**src/packet_pkg.sv**
```systemverilog
package packet_pkg;

    // ----------------------------------------
    // Field widths
    // ----------------------------------------

    // Vertex identifier carried by every packet
    localparam int VERTEX_ID_WIDTH = 16;

    // Data value compared against the threshold
    localparam int DATA_WIDTH = 32;

    // Reason code in a control packet, one compare op
    localparam int REASON_WIDTH = 3;

    // ----------------------------------------
    // Scalar types
    // ----------------------------------------

    typedef logic [VERTEX_ID_WIDTH-1:0] vertex_id_t;

    typedef logic [DATA_WIDTH-1:0] data_word_t;

    // ----------------------------------------
    // Packets on the engine channels
    // ----------------------------------------

    // Engine response in and engine request out share this layout
    typedef struct packed {
        vertex_id_t id;
        data_word_t data;
    } engine_packet_t;

    // Control request for a vertex that failed the filter
    // Reason holds the op that rejected it
    typedef struct packed {
        vertex_id_t                id;
        logic [REASON_WIDTH-1:0]   reason;
    } control_packet_t;

endpackage

```
**src/filter_cond_pkg.sv**
```systemverilog
package filter_cond_pkg;

    // ----------------------------------------
    // Sizes
    // ----------------------------------------

    // Width of the expected packet count in the config word
    localparam int COUNT_WIDTH_DEFAULT = 16;

    // ----------------------------------------
    // Compare operations
    // ----------------------------------------

    // Unsigned compare of packet data against the threshold
    typedef enum logic [2:0] {
        EQ = 3'd0,
        NE = 3'd1,
        LT = 3'd2,
        LE = 3'd3,
        GT = 3'd4,
        GE = 3'd5
    } cond_op_t;

    // Reason code in a control packet
    // Same encoding as the op that failed
    typedef logic [packet_pkg::REASON_WIDTH-1:0] reason_t;

    // ----------------------------------------
    // Configuration word
    // ----------------------------------------

    // Arrives on the memory response channel
    typedef struct packed {
        cond_op_t                       op;
        packet_pkg::data_word_t         threshold;
        // Number of packets to expect before done
        logic [COUNT_WIDTH_DEFAULT-1:0] count;
    } filter_config_t;

    // ----------------------------------------
    // Work item between execute and result
    // ----------------------------------------

    // Packet as received plus its compare outcome
    typedef struct packed {
        packet_pkg::engine_packet_t packet;
        logic                       pass;
    } work_item_t;

endpackage

```
**src/engine_filter_cond.sv**
```systemverilog
`timescale 1ns/1ps

module engine_filter_cond #(
    parameter int COUNT_WIDTH = filter_cond_pkg::COUNT_WIDTH_DEFAULT
) (
    input  logic                            ap_clk,
    input  logic                            areset_filter_cond_engine,
    // Memory response, config words in
    input  logic                            cfg_req,
    input  filter_cond_pkg::filter_config_t cfg_data,
    output logic                            cfg_ack,
    // Engine response, packets in
    input  logic                            pkt_req,
    input  packet_pkg::engine_packet_t      pkt_data,
    output logic                            pkt_ack,
    // Engine request, passing packets out
    output logic                            eng_req,
    output packet_pkg::engine_packet_t      eng_data,
    input  logic                            eng_ack,
    // Control request, rejected packets out
    output logic                            ctl_req,
    output packet_pkg::control_packet_t     ctl_data,
    input  logic                            ctl_ack,
    output logic                            done
);

    // ----------------------------------------
    // Stage to stage wiring
    // ----------------------------------------
    logic                        item_valid;
    logic                        item_take;
    packet_pkg::engine_packet_t  item;
    filter_cond_pkg::cond_op_t   cond_op;
    packet_pkg::data_word_t      threshold;
    logic [COUNT_WIDTH-1:0]      expected_count;
    logic                        config_load;
    logic                        work_valid;
    logic                        work_take;
    filter_cond_pkg::work_item_t work;
    filter_cond_pkg::cond_op_t   work_op;
    logic                        result_empty;
    logic                        pipe_empty;

    // Execute and result both drained
    assign pipe_empty = !work_valid && result_empty;

    filter_cond_decode #(
        .COUNT_WIDTH (COUNT_WIDTH)
    ) decode_i (
        .ap_clk, .areset_filter_cond_engine,
        .cfg_req, .cfg_data, .cfg_ack,
        .pkt_req, .pkt_data, .pkt_ack,
        .pipe_empty, .item_take, .item_valid, .item,
        .cond_op, .threshold, .expected_count, .config_load
    );

    filter_cond_execute execute_i (
        .ap_clk, .areset_filter_cond_engine,
        .item_valid, .item, .cond_op, .threshold, .item_take,
        .work_valid, .work, .work_op, .work_take
    );

    filter_cond_result #(
        .COUNT_WIDTH (COUNT_WIDTH)
    ) result_i (
        .ap_clk, .areset_filter_cond_engine,
        .work_valid, .work, .work_op, .work_take,
        .expected_count, .config_load,
        .eng_req, .eng_data, .eng_ack,
        .ctl_req, .ctl_data, .ctl_ack,
        .result_empty, .done
    );

endmodule

```
**src/filter_cond_decode.sv**
```systemverilog
`timescale 1ns/1ps

module filter_cond_decode #(
    parameter int COUNT_WIDTH = filter_cond_pkg::COUNT_WIDTH_DEFAULT
) (
    input  logic                            ap_clk,
    input  logic                            areset_filter_cond_engine,
    input  logic                            cfg_req,
    input  filter_cond_pkg::filter_config_t cfg_data,
    output logic                            cfg_ack,
    input  logic                            pkt_req,
    input  packet_pkg::engine_packet_t      pkt_data,
    output logic                            pkt_ack,
    input  logic                            pipe_empty,
    input  logic                            item_take,
    output logic                            item_valid,
    output packet_pkg::engine_packet_t      item,
    output filter_cond_pkg::cond_op_t       cond_op,
    output packet_pkg::data_word_t          threshold,
    output logic [COUNT_WIDTH-1:0]          expected_count,
    output logic                            config_load
);

    // Receiver side of a four-phase channel
    typedef enum logic {
        HS_IDLE,
        HS_ACKED
    } hs_state_t;

    hs_state_t cfg_state;
    hs_state_t pkt_state;
    logic      configured;
    logic      cfg_start;
    logic      pkt_start;

    // ----------------------------------------
    // Handshake start conditions
    // ----------------------------------------

    // New config only once every stage has drained
    assign cfg_start = (cfg_state == HS_IDLE) && cfg_req && pipe_empty && !item_valid;

    // Packets need a config and a free slot
    // A config load in the same cycle wins
    assign pkt_start = (pkt_state == HS_IDLE) && pkt_req && configured
                       && !item_valid && !cfg_start;

    // Acks come straight from the state registers
    assign cfg_ack = (cfg_state == HS_ACKED);
    assign pkt_ack = (pkt_state == HS_ACKED);

    // ----------------------------------------
    // Handshake FSMs
    // ----------------------------------------
    always_ff @(posedge ap_clk) begin
        if (areset_filter_cond_engine) begin
            cfg_state <= HS_IDLE;
            pkt_state <= HS_IDLE;
        end else begin
            // Hold ack until the sender drops req
            if (cfg_start) begin
                cfg_state <= HS_ACKED;
            end else if (cfg_state == HS_ACKED && !cfg_req) begin
                cfg_state <= HS_IDLE;
            end
            if (pkt_start) begin
                pkt_state <= HS_ACKED;
            end else if (pkt_state == HS_ACKED && !pkt_req) begin
                pkt_state <= HS_IDLE;
            end
        end
    end

    // ----------------------------------------
    // Active configuration
    // ----------------------------------------
    always_ff @(posedge ap_clk) begin
        if (areset_filter_cond_engine) begin
            configured     <= 1'b0;
            config_load    <= 1'b0;
            cond_op        <= filter_cond_pkg::EQ;
            threshold      <= '0;
            expected_count <= '0;
        end else begin
            // One-cycle pulse, lines up with cfg_ack rising
            config_load <= cfg_start;
            if (cfg_start) begin
                configured     <= 1'b1;
                cond_op        <= cfg_data.op;
                threshold      <= cfg_data.threshold;
                // Count field resized to the engine's counter width
                expected_count <= COUNT_WIDTH'(cfg_data.count);
            end
        end
    end

    // ----------------------------------------
    // Item slot
    // ----------------------------------------

    // Frees the cycle after execute takes it
    always_ff @(posedge ap_clk) begin
        if (areset_filter_cond_engine) begin
            item_valid <= 1'b0;
        end else if (pkt_start) begin
            item_valid <= 1'b1;
        end else if (item_take) begin
            item_valid <= 1'b0;
        end
    end

    // Packet payload, captured with the ack
    always_ff @(posedge ap_clk) begin
        if (pkt_start) begin
            item <= pkt_data;
        end
    end

endmodule

```
**src/filter_cond_execute.sv**
```systemverilog
`timescale 1ns/1ps

module filter_cond_execute (
    input  logic                        ap_clk,
    input  logic                        areset_filter_cond_engine,
    input  logic                        item_valid,
    input  packet_pkg::engine_packet_t  item,
    input  filter_cond_pkg::cond_op_t   cond_op,
    input  packet_pkg::data_word_t      threshold,
    output logic                        item_take,
    output logic                        work_valid,
    output filter_cond_pkg::work_item_t work,
    output filter_cond_pkg::cond_op_t   work_op,
    input  logic                        work_take
);

    logic pass;

    // ----------------------------------------
    // Compare
    // ----------------------------------------

    // Unsigned, data on the left of the operator
    always_comb begin
        case (cond_op)
            filter_cond_pkg::EQ: pass = (item.data == threshold);
            filter_cond_pkg::NE: pass = (item.data != threshold);
            filter_cond_pkg::LT: pass = (item.data <  threshold);
            filter_cond_pkg::LE: pass = (item.data <= threshold);
            filter_cond_pkg::GT: pass = (item.data >  threshold);
            filter_cond_pkg::GE: pass = (item.data >= threshold);
            // Unused encodings reject everything
            default:             pass = 1'b0;
        endcase
    end

    // Slot is free or result drains it this cycle
    assign item_take = item_valid && (!work_valid || work_take);

    // ----------------------------------------
    // Outcome register
    // ----------------------------------------
    always_ff @(posedge ap_clk) begin
        if (areset_filter_cond_engine) begin
            work_valid <= 1'b0;
        end else if (item_take) begin
            work_valid <= 1'b1;
        end else if (work_take) begin
            work_valid <= 1'b0;
        end
    end

    // Op travels along to become the reason code
    always_ff @(posedge ap_clk) begin
        if (item_take) begin
            work.packet <= item;
            work.pass   <= pass;
            work_op     <= cond_op;
        end
    end

endmodule

```
**src/filter_cond_result.sv**
```systemverilog
`timescale 1ns/1ps

module filter_cond_result #(
    parameter int COUNT_WIDTH = filter_cond_pkg::COUNT_WIDTH_DEFAULT
) (
    input  logic                        ap_clk,
    input  logic                        areset_filter_cond_engine,
    input  logic                        work_valid,
    input  filter_cond_pkg::work_item_t work,
    input  filter_cond_pkg::cond_op_t   work_op,
    output logic                        work_take,
    input  logic [COUNT_WIDTH-1:0]      expected_count,
    input  logic                        config_load,
    output logic                        eng_req,
    output packet_pkg::engine_packet_t  eng_data,
    input  logic                        eng_ack,
    output logic                        ctl_req,
    output packet_pkg::control_packet_t ctl_data,
    input  logic                        ctl_ack,
    output logic                        result_empty,
    output logic                        done
);

    logic                        eng_idle;
    logic                        ctl_idle;
    logic                        eng_load;
    logic                        ctl_load;
    logic                        eng_done;
    logic                        ctl_done;
    packet_pkg::control_packet_t ctl_packet;
    logic [COUNT_WIDTH-1:0]      completed;
    logic                        armed;

    // ----------------------------------------
    // Steering
    // ----------------------------------------

    // Take only when the chosen port is free
    assign work_take = work_valid && (work.pass ? eng_idle : ctl_idle);
    assign eng_load  = work_take && work.pass;
    assign ctl_load  = work_take && !work.pass;

    // Failing vertex with the op that rejected it
    assign ctl_packet.id     = work.packet.id;
    assign ctl_packet.reason = filter_cond_pkg::reason_t'(work_op);

    assign result_empty = eng_idle && ctl_idle;

    req_ack_out_port #(
        .payload_t (packet_pkg::engine_packet_t)
    ) eng_port_i (
        .ap_clk                    (ap_clk),
        .areset_filter_cond_engine (areset_filter_cond_engine),
        .load                      (eng_load),
        .load_data                 (work.packet),
        .idle                      (eng_idle),
        .done_pulse                (eng_done),
        .req                       (eng_req),
        .data                      (eng_data),
        .ack                       (eng_ack)
    );

    req_ack_out_port #(
        .payload_t (packet_pkg::control_packet_t)
    ) ctl_port_i (
        .ap_clk                    (ap_clk),
        .areset_filter_cond_engine (areset_filter_cond_engine),
        .load                      (ctl_load),
        .load_data                 (ctl_packet),
        .idle                      (ctl_idle),
        .done_pulse                (ctl_done),
        .req                       (ctl_req),
        .data                      (ctl_data),
        .ack                       (ctl_ack)
    );

    // ----------------------------------------
    // Completion count and done
    // ----------------------------------------

    // Both ports may finish in the same cycle
    always_ff @(posedge ap_clk) begin
        if (areset_filter_cond_engine) begin
            completed <= '0;
            armed     <= 1'b0;
            done      <= 1'b0;
        end else if (config_load) begin
            completed <= '0;
            armed     <= 1'b1;
            done      <= 1'b0;
        end else begin
            completed <= completed + COUNT_WIDTH'(eng_done) + COUNT_WIDTH'(ctl_done);
            // Sticky until the next config
            done      <= done || (armed && completed == expected_count);
        end
    end

endmodule

```
**src/req_ack_out_port.sv**
```systemverilog
`timescale 1ns/1ps

module req_ack_out_port #(
    parameter type payload_t = logic [7:0]
) (
    input  logic     ap_clk,
    input  logic     areset_filter_cond_engine,
    input  logic     load,
    input  payload_t load_data,
    output logic     idle,
    output logic     done_pulse,
    output logic     req,
    output payload_t data,
    input  logic     ack
);

    // Sender side of a four-phase channel
    typedef enum logic [1:0] {
        PORT_IDLE,
        PORT_REQ,
        PORT_DROP
    } port_state_t;

    port_state_t state;

    assign idle = (state == PORT_IDLE);
    assign req  = (state == PORT_REQ);

    // Handshake closes when the receiver drops ack
    assign done_pulse = (state == PORT_DROP) && !ack;

    // ----------------------------------------
    // Handshake FSM
    // ----------------------------------------
    always_ff @(posedge ap_clk) begin
        if (areset_filter_cond_engine) begin
            state <= PORT_IDLE;
        end else begin
            case (state)
                // Load only accepted while idle
                PORT_IDLE: if (load) state <= PORT_REQ;
                // Drop req once the receiver has the data
                PORT_REQ:  if (ack) state <= PORT_DROP;
                PORT_DROP: if (!ack) state <= PORT_IDLE;
                default:   state <= PORT_IDLE;
            endcase
        end
    end

    // Payload held stable for the whole handshake
    always_ff @(posedge ap_clk) begin
        if (load && idle) begin
            data <= load_data;
        end
    end

endmodule

```
**config.mk**
```make
export PLATFORM = sky130hd
export DESIGN_NAME = engine_filter_cond
export DESIGN_NICKNAME = d
export VERILOG_FILES = /design/src/packet_pkg.sv /design/src/filter_cond_pkg.sv /design/src/engine_filter_cond.sv /design/src/filter_cond_decode.sv /design/src/filter_cond_execute.sv /design/src/filter_cond_result.sv /design/src/req_ack_out_port.sv
export SDC_FILE = /design/constraint.sdc
export NUM_CORES = 1
export LEC_CHECK = 0
export ABC_CLOCK_PERIOD_IN_PS = 16200
export BUFFER_PORTS_ARGS = -buffer_cell sky130_fd_sc_hd__buf_4
export CAP_MARGIN = 20
export CORE_ASPECT_RATIO = 2
export CORE_MARGIN = 2
export CORE_UTILIZATION = 30
export CTS_CLUSTER_DIAMETER = 120
export DETAILED_ROUTE_END_ITERATION = 12
export MAX_ROUTING_LAYER = met4
export PLACE_DENSITY = 0.46
export SYNTH_ARGS = -nofsm -noshare
export SYNTH_HDL_FRONTEND = slang
export SYNTH_SLANG_ARGS = --single-unit
```
**constraint.sdc**
```tcl
create_clock -name ap_clk -period 16.2 [get_ports ap_clk]
set_input_delay 2.43 -clock ap_clk [delete_from_list [all_inputs] [get_ports ap_clk]]
set_output_delay 2.43 -clock ap_clk [all_outputs]
set_load 0.02 [all_outputs]
```
# Word level (Yosys, flattened, before mapping)
# Cells that the tools add are included.
# W data, S select, Z words.
# classes
add_sub_neg	2
n_reduce_logical	40
n_lt_le_gt_ge	4
n_bitwise	2
eq_ne	18
n_mux	18
# op_table
cell	n
$add A16 B1 Y16	2
$eq A32 B32 Y1	1
$ge A32 B32 Y1	1
$gt A32 B32 Y1	1
$le A32 B32 Y1	1
$lt A32 B32 Y1	1
$ne A32 B32 Y1	1
$logic_and A1 B1 Y1	20
$eq A16 B16 Y1	1
$mux W2	6
$pmux W2 S3	2
$mux W1	9
$logic_not A1 Y1	8
$ne A2 B2 Y1 const B	4
$reduce_bool A2 Y1	4
$eq A3 B2 Y1 const B	2
$eq A3 B3 Y1 const B	2
$pmux W1 S6	1
$reduce_and A3 Y1	2
$eq A2 B1 Y1 const B	2
$eq A2 B2 Y1 const B	2
$logic_not A2 Y1	2
$ne A2 B1 Y1 const B	2
$eq A3 B1 Y1 const B	1
4 further kinds	6
# word_totals
wordCells	108
register_bits	246
out_inout_bits	72
in_bits	105

# Longest topological paths before layout
# Gate-level depths: netlist of run 1.
# depth
ltp_word	8
mapped_depth	10
depth_no_buf	10

# Cells and area by module
# Synthesis of run 1 repeated with hierarchy kept, for this count alone.
# hier_totals
cells_unflattened	677
hier_area_um2	9246.4
# by_module_without_submodules
module	n_inst	area_each_um2	cells_each
filter_cond_decode	1	3490.8	290
filter_cond_execute	1	2543.7	184
req_ack_out_port (result_i.eng_port_i)	1	1535.2	58
filter_cond_result	1	998.5	115
req_ack_out_port (result_i.ctl_port_i)	1	664.4	29
engine_filter_cond	1	13.8	1

# Least setup slack after synthesis of run 1
# OpenSTA, ideal clock, no wires.
# synth_path
path_kind	in2reg
start	in cfg_req
end	reg, netlist name decode_i.item[0]
path_slack_ns	7.714
arrival_ns	7.893
setup_ns	0.593
path_stages	4
path_cell_list	nor4b_2 > nand3_2 > nand2_1 > nor4b_1
# synth_via
elab_chain_len	5
# synth_rtl
element	line	source
start: declaration	engine_filter_cond.sv:9	input logic cfg_req,
$logic_and A1 B1 Y1 (3 in series)	filter_cond_decode.sv:41	assign cfg_start = (cfg_state == HS_IDLE) && cfg_req && pipe_empty && !item_valid;
$logic_not A1 Y1	filter_cond_decode.sv:46	&& !item_valid && !cfg_start;
$logic_and A1 B1 Y1	filter_cond_decode.sv:46	
named net decode_i.pkt_start	filter_cond_decode.sv:34	logic pkt_start;
# The timed path passes the listed nets, and every way through them passes these cells.
# A chain may end at the register's enable or synchronous reset.

# Final worst setup path of run 1
# layout_path
start	in cfg_req
end	reg, netlist name decode_i.item[7]
# layout_via
elab_chain_len	5
# layout_rtl
element	line
$logic_and A1 B1 Y1 (3 in series)	filter_cond_decode.sv:41
$logic_not A1 Y1	filter_cond_decode.sv:46
$logic_and A1 B1 Y1	filter_cond_decode.sv:46
named net decode_i.pkt_start	filter_cond_decode.sv:34
# The timed path passes the listed nets, and every way through them passes these cells.

==> results of run 1 <==
==> routing by layer <==
metal / global-route usage [%] / vias to the layer above / routed length (µm)
li1: - / 2726 / -
met1: 13.8 / 2627 / 7530
met2: 26.1 / 153 / 11900
met3: 1.98 / 38 / 998
met4: 5.12 / 0 / 637
met5: - / - / 0
==> layout make-up <==
type / instances / area, µm²
sequential: 246 / 6600
inverter: 40 / 150
clock inverter: 10 / 129
timing repair buffer: 182 / 1380
fill: 2873 / 17900
tap: 364 / 455
multi-input combinational: 360 / 2220
clock buffer: 32 / 657
==> path summary, 6_finish.rpt <==
kind                                                    end  slack (ps)
worst max-delay path                       decode_i.item[7]       11990
worst max register to register             decode_i.item[7]       13570
worst min-delay path            result_i.eng_port_i.data[7]         410
worst min register to register  result_i.eng_port_i.data[7]         410
==> registers in the layout, summed over array words and instances, names as in the netlist, 3 cells and up <==
name,cells
execute_i.work_op,3
result_i.ctl_port_i.data,19
decode_i.item,48
execute_i.work,49
decode_i.cond_op,3
decode_i.threshold,32
decode_i.expected_count,16
result_i.eng_port_i.data,48
result_i.completed,16
==> cells by family (layout without fill, tap and decap cells) <==
kind of cell / Yosys count / in the layout / share of synthesized area [%]
xor+xnor: 29 / 29 / 2.81
flops: 246 / 246 / 73.1
fa+ha+maj: 34 / 34 / 4.80
compound gates: 93 / 93 / 5.66
simple gates: 204 / 204 / 11.1
buf+inv: 60 / 264 / 2.58
==> cells in the final DEF (no fill, tap or decap), types with 2 or more instances in the layout <==
cell	n
a21oi_1	73
a221oi_1	2
a31oi_1	3
and3_1	3
and3_2	2
and4b_1	2
buf_4	181
bufinv_16	3
clkbuf_1	3
clkbuf_16	23
clkbuf_4	2
clkbuf_8	4
clkinv_1	2
clkinv_2	2
dfxtp_1	79
edfxtp_1	167
ha_1	33
inv_1	40
nand2_1	118
nand3_1	12
nand4_1	8
nand4_2	3
nand4_4	2
nor2_1	29
nor2b_1	3
nor3_1	4
nor4_4	2
nor4b_2	3
o21ai_0	5
o21ai_1	3
or3_1	3
xnor2_1	23
xor2_1	6
==> per-stage QoR <==
step	power (mW)	cells	cell area (µm²)
global placement	0.796	1191	10800
finish	1.34	1234	11600
floorplan	0.756	666	9020
global route	1.40	1234	11600
detailed placement	0.798	1191	10800
CTS	1.37	1233	11600
==> power groups by stage <==
stage               logic (mW)  registers (mW)  clock network [mW]
floorplan               0.0466           0.709                   0
detailed placement      0.0873           0.710                   0
global route            0.0973           0.698               0.606
CTS                     0.0878           0.696               0.582
global placement        0.0860           0.710                   0
finish                  0.0856           0.696               0.562
==> flow_metrics.env, run 1 <==
export IMPL_routed_via_count=5544
export IMPL_comb_power_share_pct=6.4
export IMPL_gr_total_overflow=0
export IMPL_clkSlewWorstSetupHoldPaths_ps=60
export IMPL_slew_headroom_pct=51.7
export IMPL_io_pins=177
export IMPL_tightest_slew_ps=725
export IMPL_ys_ff_latch=246
export IMPL_sw_frac_of_total_pct=21.4
export IMPL_synthesis_area_um2=9020
export IMPL_period_minus_slack_ps=4210
export IMPL_cp_start_kind="input pin"
export IMPL_clock_skew_final_ps=12.6
export IMPL_cp_data_required_time_ps=16340
export IMPL_die_x_um=127
export IMPL_drv_cap=0
export IMPL_first_iter_violations=202
export IMPL_status="complete, no violations"
export IMPL_hold_buffers=0
export IMPL_ys_top_cells_by_area="edfxtp_1, dfxtp_1, nand2_1, ha_1, a21oi_1"
export IMPL_synthTopCellsByCount="edfxtp_1, nand2_1, dfxtp_1"
export IMPL_cts_made_buffers=23
export IMPL_p_seq_share_pct=51.8
export IMPL_critPathBufInv=3
export IMPL_slowest_delay_ps=570
export IMPL_n_antenna_cell=0
export IMPL_period_share_pct=26.0
export IMPL_worst_path_most_repeated_cell="buf_4"
export IMPL_die_area_um2=31600
export IMPL_avgSynthCellArea_um2=13.6
export IMPL_routed_wl_um=21000
export IMPL_drive_gt1_share_pct=27.2
export IMPL_p_int_mw=1.06
export IMPL_clk_insertion_delay_late_ps=520
export IMPL_syn2layout_area_growth_pct=28.4
export IMPL_min_delay_path_class="register to register"
export IMPL_place_hpwl_um=14900
export IMPL_antenna_found_initial=0
export IMPL_switchingPower_uw=287
export IMPL_hold_ws_ps=415
export IMPL_ant_nets=0
export IMPL_clock_sinks=246
export IMPL_worstRegToRegCells=6
export IMPL_synth_top_area_cell="edfxtp_1"
export IMPL_ys_types=44
export IMPL_gp_congestion=0.847
export IMPL_critPathKind="input pin to register"
export IMPL_finalCoreUtilization_pct=39.3
export IMPL_dp_slack_ps=11410
export IMPL_cp_top_family="buffers and inverters"
export IMPL_r2r_start="result_i.ctl_port_i.state[1]"
export IMPL_slowest_stage="buf_4"
export IMPL_finalSetupTns_ps=0
export IMPL_drc=0
export IMPL_wl_per_cell_um=17.0
export IMPL_yosysSeqAreaShare_pct=73.1
export IMPL_rsz0062_at_grt="false"
export IMPL_coreArea_um2=29500
export IMPL_syn_inst=666
export IMPL_cp_end_kind="register"
export IMPL_root_buffer="clkbuf_16"
export IMPL_synth_top_cell_area_share_pct=55.6
export IMPL_holdPathStages=0
export IMPL_irDropWorstVdd_v=0.0000801
export IMPL_worst_path_max_fanout=55
export IMPL_arrival_ps=4360
export IMPL_io_buffer_count=176
export IMPL_ys_async_sr_fraction_pct=0
export IMPL_cts_resized=0
export IMPL_htreeDepth=1
export IMPL_hold_viol_final=0
export IMPL_synth_fp_nets=805
export IMPL_cts_tree="built"
export IMPL_grtUsageTotal_pct=13.7
export IMPL_finalSetupViolations=0
export IMPL_p_clk_share_pct=41.8
export IMPL_dr_pass1_iters=4
export IMPL_grt_max_degree=64
export IMPL_cts_max_path_buffers=3
export IMPL_fp_dieH_um=249
export IMPL_grt_pass1_vias=5780
export IMPL_crit_start="cfg_req"
export IMPL_start_util_pct=30.6
export IMPL_yosysWarnings=0
export IMPL_rows=89
export IMPL_viasPerCell=4.49
export IMPL_cp_num_cells=7
export IMPL_leakage_nw=4.27
export IMPL_hold_start="execute_i.work[8]"
export IMPL_synth_ff_type="edfxtp_1"
export IMPL_cp_cell_sequence="buf_4, nor4b_2, nand3_2, buf_4, nand2_1, nor4b_2, buf_4"
export IMPL_post_cts_buffers=0
export IMPL_power_density_nw_per_um2=116
export IMPL_fin_nets=992
export IMPL_synth_most_common_cell="edfxtp_1"
export IMPL_timing_final_ws_setup_ps=11990
export IMPL_grt_pass1_wl_um=32400
export IMPL_finalMaxSlewViolations=0
export IMPL_fmax_ghz=0.237
export IMPL_synth_enable_flop_cells=167
Power figures use the tool's default switching activity.
==> inputs of run 2 (changes only) <==
ABC_CLOCK_PERIOD_IN_PS = 4250   (was 16200)
clock period = 4.25 ns   (was 16.2 ns; I/O delays follow)
==> flow_metrics.env, run 2 (same netlist as run 1, synthesis figures left out) <==
export IMPL_hold_viol_final=0
export IMPL_grtUsageTotal_pct=13.7
export IMPL_tightest_slew_ps=714
export IMPL_viasPerCell=4.47
export IMPL_clock_sinks=246
export IMPL_post_cts_buffers=0
export IMPL_htreeDepth=1
export IMPL_cts_resized=0
export IMPL_wl_per_cell_um=17.0
export IMPL_finalSetupViolations=0
export IMPL_mostFrequentLayoutCell="buf_4"
export IMPL_antenna_found_initial=0
export IMPL_dp_cells=1193
export IMPL_hold_buffers=0
export IMPL_leakage_nw=4.32
export IMPL_hold_ws_ps=289
export IMPL_routed_via_count=5528
export IMPL_critPathKind="register to register"
export IMPL_regArea_um2=6600
export IMPL_ant_nets=0
export IMPL_multi_input_area_um2=2230
export IMPL_clock_skew_final_ps=7.59
export IMPL_period_minus_slack_ps=2240
export IMPL_largest_reg_flops=49
export IMPL_period_share_pct=52.8
export IMPL_fmax_ghz=0.446
export IMPL_layout_common_cells="buf_4, edfxtp_1, nand2_1"
export IMPL_place_area_um2=10800
export IMPL_fp_dieH_um=249
export IMPL_rsz0062_at_grt="false"
export IMPL_status="complete, no violations"
export IMPL_top_register="execute_i.work"
export IMPL_die_area_um2=31600
export IMPL_power_density_nw_per_um2=456
export IMPL_num_fill_cells=2876
export IMPL_finalSetupTns_ps=0
export IMPL_finalMaxSlewViolations=0
export IMPL_io_buffer_count=176
export IMPL_arrival_ps=2620
export IMPL_top_regs="execute_i.work: 49 flops, decode_i.item: 48 flops, result_i.eng_port_i.data: 48 flops"
export IMPL_start_util_pct=30.6
export IMPL_cts_made_buffers=24
export IMPL_cts_max_path_buffers=3
export IMPL_irDropWorstVdd_v=0.000321
export IMPL_total_power_mw=5.32
export IMPL_fin_area_um2=11700
export IMPL_instances_no_fill=1237
export IMPL_gp_congestion=0.803
export IMPL_grt_max_degree=64
export IMPL_cts_tree="built"
export IMPL_min_delay_path_class="input pin to register"
export IMPL_grt_pass1_vias=5715
export IMPL_gr_total_overflow=0
export IMPL_worst_path_max_fanout=5
export IMPL_grt_pass1_wl_um=32200
export IMPL_place_hpwl_um=15400
export IMPL_n_antenna_cell=0
export IMPL_clk_insertion_delay_late_ps=520
export IMPL_slew_headroom_pct=52.4
export IMPL_drc=0
export IMPL_cp_start_kind="register"
export IMPL_io_pins=177
export IMPL_die_x_um=127
export IMPL_drive_gt1_share_pct=27.1
export IMPL_coreArea_um2=29500
export IMPL_cp_end_kind="register"
export IMPL_routed_wl_um=21000
export IMPL_root_buffer="clkbuf_16"
export IMPL_fin_nets=994
export IMPL_clkSlewWorstSetupHoldPaths_ps=70
export IMPL_dr_pass1_iters=4
export IMPL_syn2layout_area_growth_pct=29.3
export IMPL_rows=89
export IMPL_first_iter_violations=263
export IMPL_cp_data_required_time_ps=4620
export IMPL_drv_cap=0
==> run 2: power breakdown <==
group | switching [mW] | internal, mW | total [mW]
combinational | 0.179 | 0.144 | 0.324
sequential | 0.0380 | 2.62 | 2.66
clock | 0.902 | 1.44 | 2.34
total | 1.12 | 4.20 | 5.32
==> run 2: cell type report <==
type | instances | share of cell area, %
flip-flops and latches | 246 | 56.5
multi-input cells | 360 | 19.1
repair buffers | 183 | 11.8
clock buffers | 29 | 5.49
well taps | 364 | 3.90
clock inverters | 15 | 1.96
inverters | 40 | 1.29
==> run 2: path summary, 6_finish.rpt <==
path / startpoint / to / slack, ps / cells past startpoint
setup / recovery: decode_i.item[27] / execute_i.work[0] / 2010 / 6
hold / removal: pkt_data[45] / decode_i.item[45] / 290 / 1
setup reg to reg: decode_i.item[27] / execute_i.work[0] / 2010 / 6
hold reg to reg: execute_i.work[26] / result_i.eng_port_i.data[25] / 420 / 0
==> run 2: critical path, stage by stage (launching register included) <==
cell and delay (ps):
edfxtp_1 410, ha_1 330, nand4_1 230, nor4_4 490, nand3_1 130, a221o_1 380, nand2_1 120
==> run 2: layer usage <==
metal / part of all wire [%] / GRT usage [%] / vias up
met2: 58 / 26.1 / 143
met3: 5.2 / 2.62 / 32
met5: 0 / - / -
li1: - / - / 2729
met1: 34 / 13.2 / 2624
met4: 3.1 / 5.40 / 0
==> run 2: per-stage QoR <==
step,setup slack [ps],utilization [%]
5_1_grt,1800,39.6
3_5_place_dp,1680,36.6
3_3_place_gp,1670,36.6
2_1_floorplan,749,-
6_report,2010,39.6
4_1_cts,1950,39.6
==> inputs of run 3 (changes only) <==
ABC_CLOCK_PERIOD_IN_PS = 1900   (was 4250)
PLACE_DENSITY = 0.47   (was 0.46)
clock period = 1.9 ns   (was 4.25 ns; I/O delays follow)
==> flow_metrics.env, run 3 (same netlist as run 1, synthesis figures left out) <==
export IMPL_status="finished with violations"
export IMPL_violations="negative setup slack"
export IMPL_num_fill_cells=2779
export IMPL_fin_area_um2=12800
export IMPL_largest_reg_flops=49
export IMPL_cp_end_kind="register"
export IMPL_worstRegToRegCells=7
export IMPL_layout_common_cells="buf_4, edfxtp_1, nand2_1"
export IMPL_min_delay_path_class="input pin to register"
export IMPL_grt_pass1_vias=6447
export IMPL_tightest_slew_ps=479
export IMPL_timing_final_ws_setup_ps=-210
export IMPL_finalMaxSlewViolations=0
export IMPL_cp_start_kind="register"
export IMPL_wl_met2_um=13000
export IMPL_finalCoreUtilization_pct=43.5
export IMPL_first_iter_violations=301
export IMPL_multi_input_area_um2=2410
export IMPL_leakage_nw=4.78
export IMPL_wl_per_cell_um=17.0
export IMPL_n_antenna_cell=0
export IMPL_viasPerCell=4.50
export IMPL_drc=0
export IMPL_highest_layer="met4"
export IMPL_fin_nets=1100
export IMPL_drv_cap=0
export IMPL_arrival_ps=2390
export IMPL_regArea_um2=6610
export IMPL_power_density_nw_per_um2=881
export IMPL_top_register="execute_i.work"
export IMPL_cts_made_buffers=23
export IMPL_cp_data_required_time_ps=2180
export IMPL_start_util_pct=30.6
export IMPL_finalSetupViolations=4
export IMPL_rrSetupSlack_ps=-210
export IMPL_r2r_end="execute_i.work[0]"
export IMPL_routed_wl_um=22800
export IMPL_fp_dieH_um=249
export IMPL_hold_path_endpoint="decode_i.threshold[6]"
export IMPL_die_x_um=127
export IMPL_period_minus_slack_ps=2110
export IMPL_period_share_pct=111
export IMPL_slew_headroom_pct=68.1
export IMPL_top_regs="execute_i.work: 49 flops, decode_i.item: 48 flops, result_i.eng_port_i.data: 48 flops"
export IMPL_syn2layout_area_growth_pct=42.2
export IMPL_cts_max_path_buffers=3
export IMPL_gp_congestion=0.875
export IMPL_rsz0062_at_grt="true"
export IMPL_dp_slack_ps=-248
export IMPL_coreArea_um2=29500
export IMPL_worst_path_max_fanout=5
export IMPL_fmax_ghz=0.474
export IMPL_cts_tree="built"
export IMPL_total_power_mw=11.3
export IMPL_holdPathStages=3
export IMPL_htreeDepth=1
export IMPL_routed_via_count=6043
export IMPL_io_buffer_count=176
export IMPL_dr_pass1_iters=4
export IMPL_io_pins=177
export IMPL_irDropWorstVdd_v=0.000541
export IMPL_place_hpwl_um=16100
export IMPL_clock_sinks=246
export IMPL_hold_viol_final=0
export IMPL_root_buffer="clkbuf_16"
export IMPL_gr_total_overflow=0
export IMPL_drive_gt1_share_pct=30.8
export IMPL_antenna_found_initial=0
export IMPL_wl_met3_um=951
export IMPL_wl_met1_um=7950
export IMPL_clock_skew_final_ps=11.3
export IMPL_rows=89
export IMPL_clkSlewWorstSetupHoldPaths_ps=70
export IMPL_critPathKind="register to register"
export IMPL_mostFrequentLayoutCell="buf_4"
export IMPL_clk_insertion_delay_late_ps=530
export IMPL_place_area_um2=11200
export IMPL_die_area_um2=31600
export IMPL_r2r_start="decode_i.item[10]"
export IMPL_grtUsageTotal_pct=14.9
export IMPL_hold_start="cfg_data[22]"
export IMPL_finalSetupTns_ps=-427
export IMPL_grt_max_degree=55
export IMPL_grt_pass1_wl_um=35300
export IMPL_ant_nets=0
## run 3: cell types whose count changed in the layout (fill, tap and decap cells not counted), sizes merged
cell / change
clkbuf: -1
bufinv: -5
clkinv: +2
inv: +1
clkinvlp: +1
dlygate4sd3: +73
buf: +34
## run 3: through the flow
stage               std cells  hold slack [ps]
floorplan                 666              384
global placement         1223              402
detailed placement       1223              405
CTS                      1342            0.176
global route             1342             8.13
finish                   1342             17.0
## run 3: layout make-up
class                      instances  share of cell area [%]
clock buffer                      28                    4.71
sequential                       246                    51.5
multi-input combinational        360                    18.8
clock inverter                    14                   0.838
inverter                          40                    1.17
tap                              364                    3.55
timing repair buffer             290                    19.4
## run 3: where the power goes
part | total (mW) | switching [mW] | internal (mW)
logic | 0.963 | 0.475 | 0.488
registers | 5.93 | 0.0780 | 5.85
clock network | 4.42 | 2.00 | 2.42
total | 11.3 | 2.55 | 8.76
## run 3: per-layer routing
layer / global-route usage (%) / up-vias
met5: - / -
met4: 6.37 / 0
met3: 1.85 / 48
met1: 14.8 / 2893
met2: 28.6 / 164
li1: - / 2938
## run 3: how the worst max path moves through the flow
stage | start | slack [ps] | end
global route | decode_i.item[25] | -300 | execute_i.work[0]
detailed placement | eng_ack | -250 | result_i.completed[12]
finish | decode_i.item[10] | -210 | execute_i.work[0]
floorplan | cfg_req | -810 | decode_i.item[0]
CTS | decode_i.item[3] | -160 | execute_i.work[0]
global placement | decode_i.item[7] | -230 | execute_i.work[0]
## run 3: what timing repair did
item / 4_1_cts / 5_1_grt
cloned: 0 / 0
resized for setup: 18 / 14
pin swaps: 19 / 15
setup endpoints to repair: 6 / 65
hold endpoints to repair: 73 / 0
hold buffers: 73 / 0
setup buffers: 4 / 2
## run 3: critical path: stages (launching register included)
cell and delay (ps):
edfxtp_1 410, ha_1 330, nand4_2 180, nor4_4 410, and4b_1 310, a2111oi_4 70, o21ai_1 90, nand2_1 70
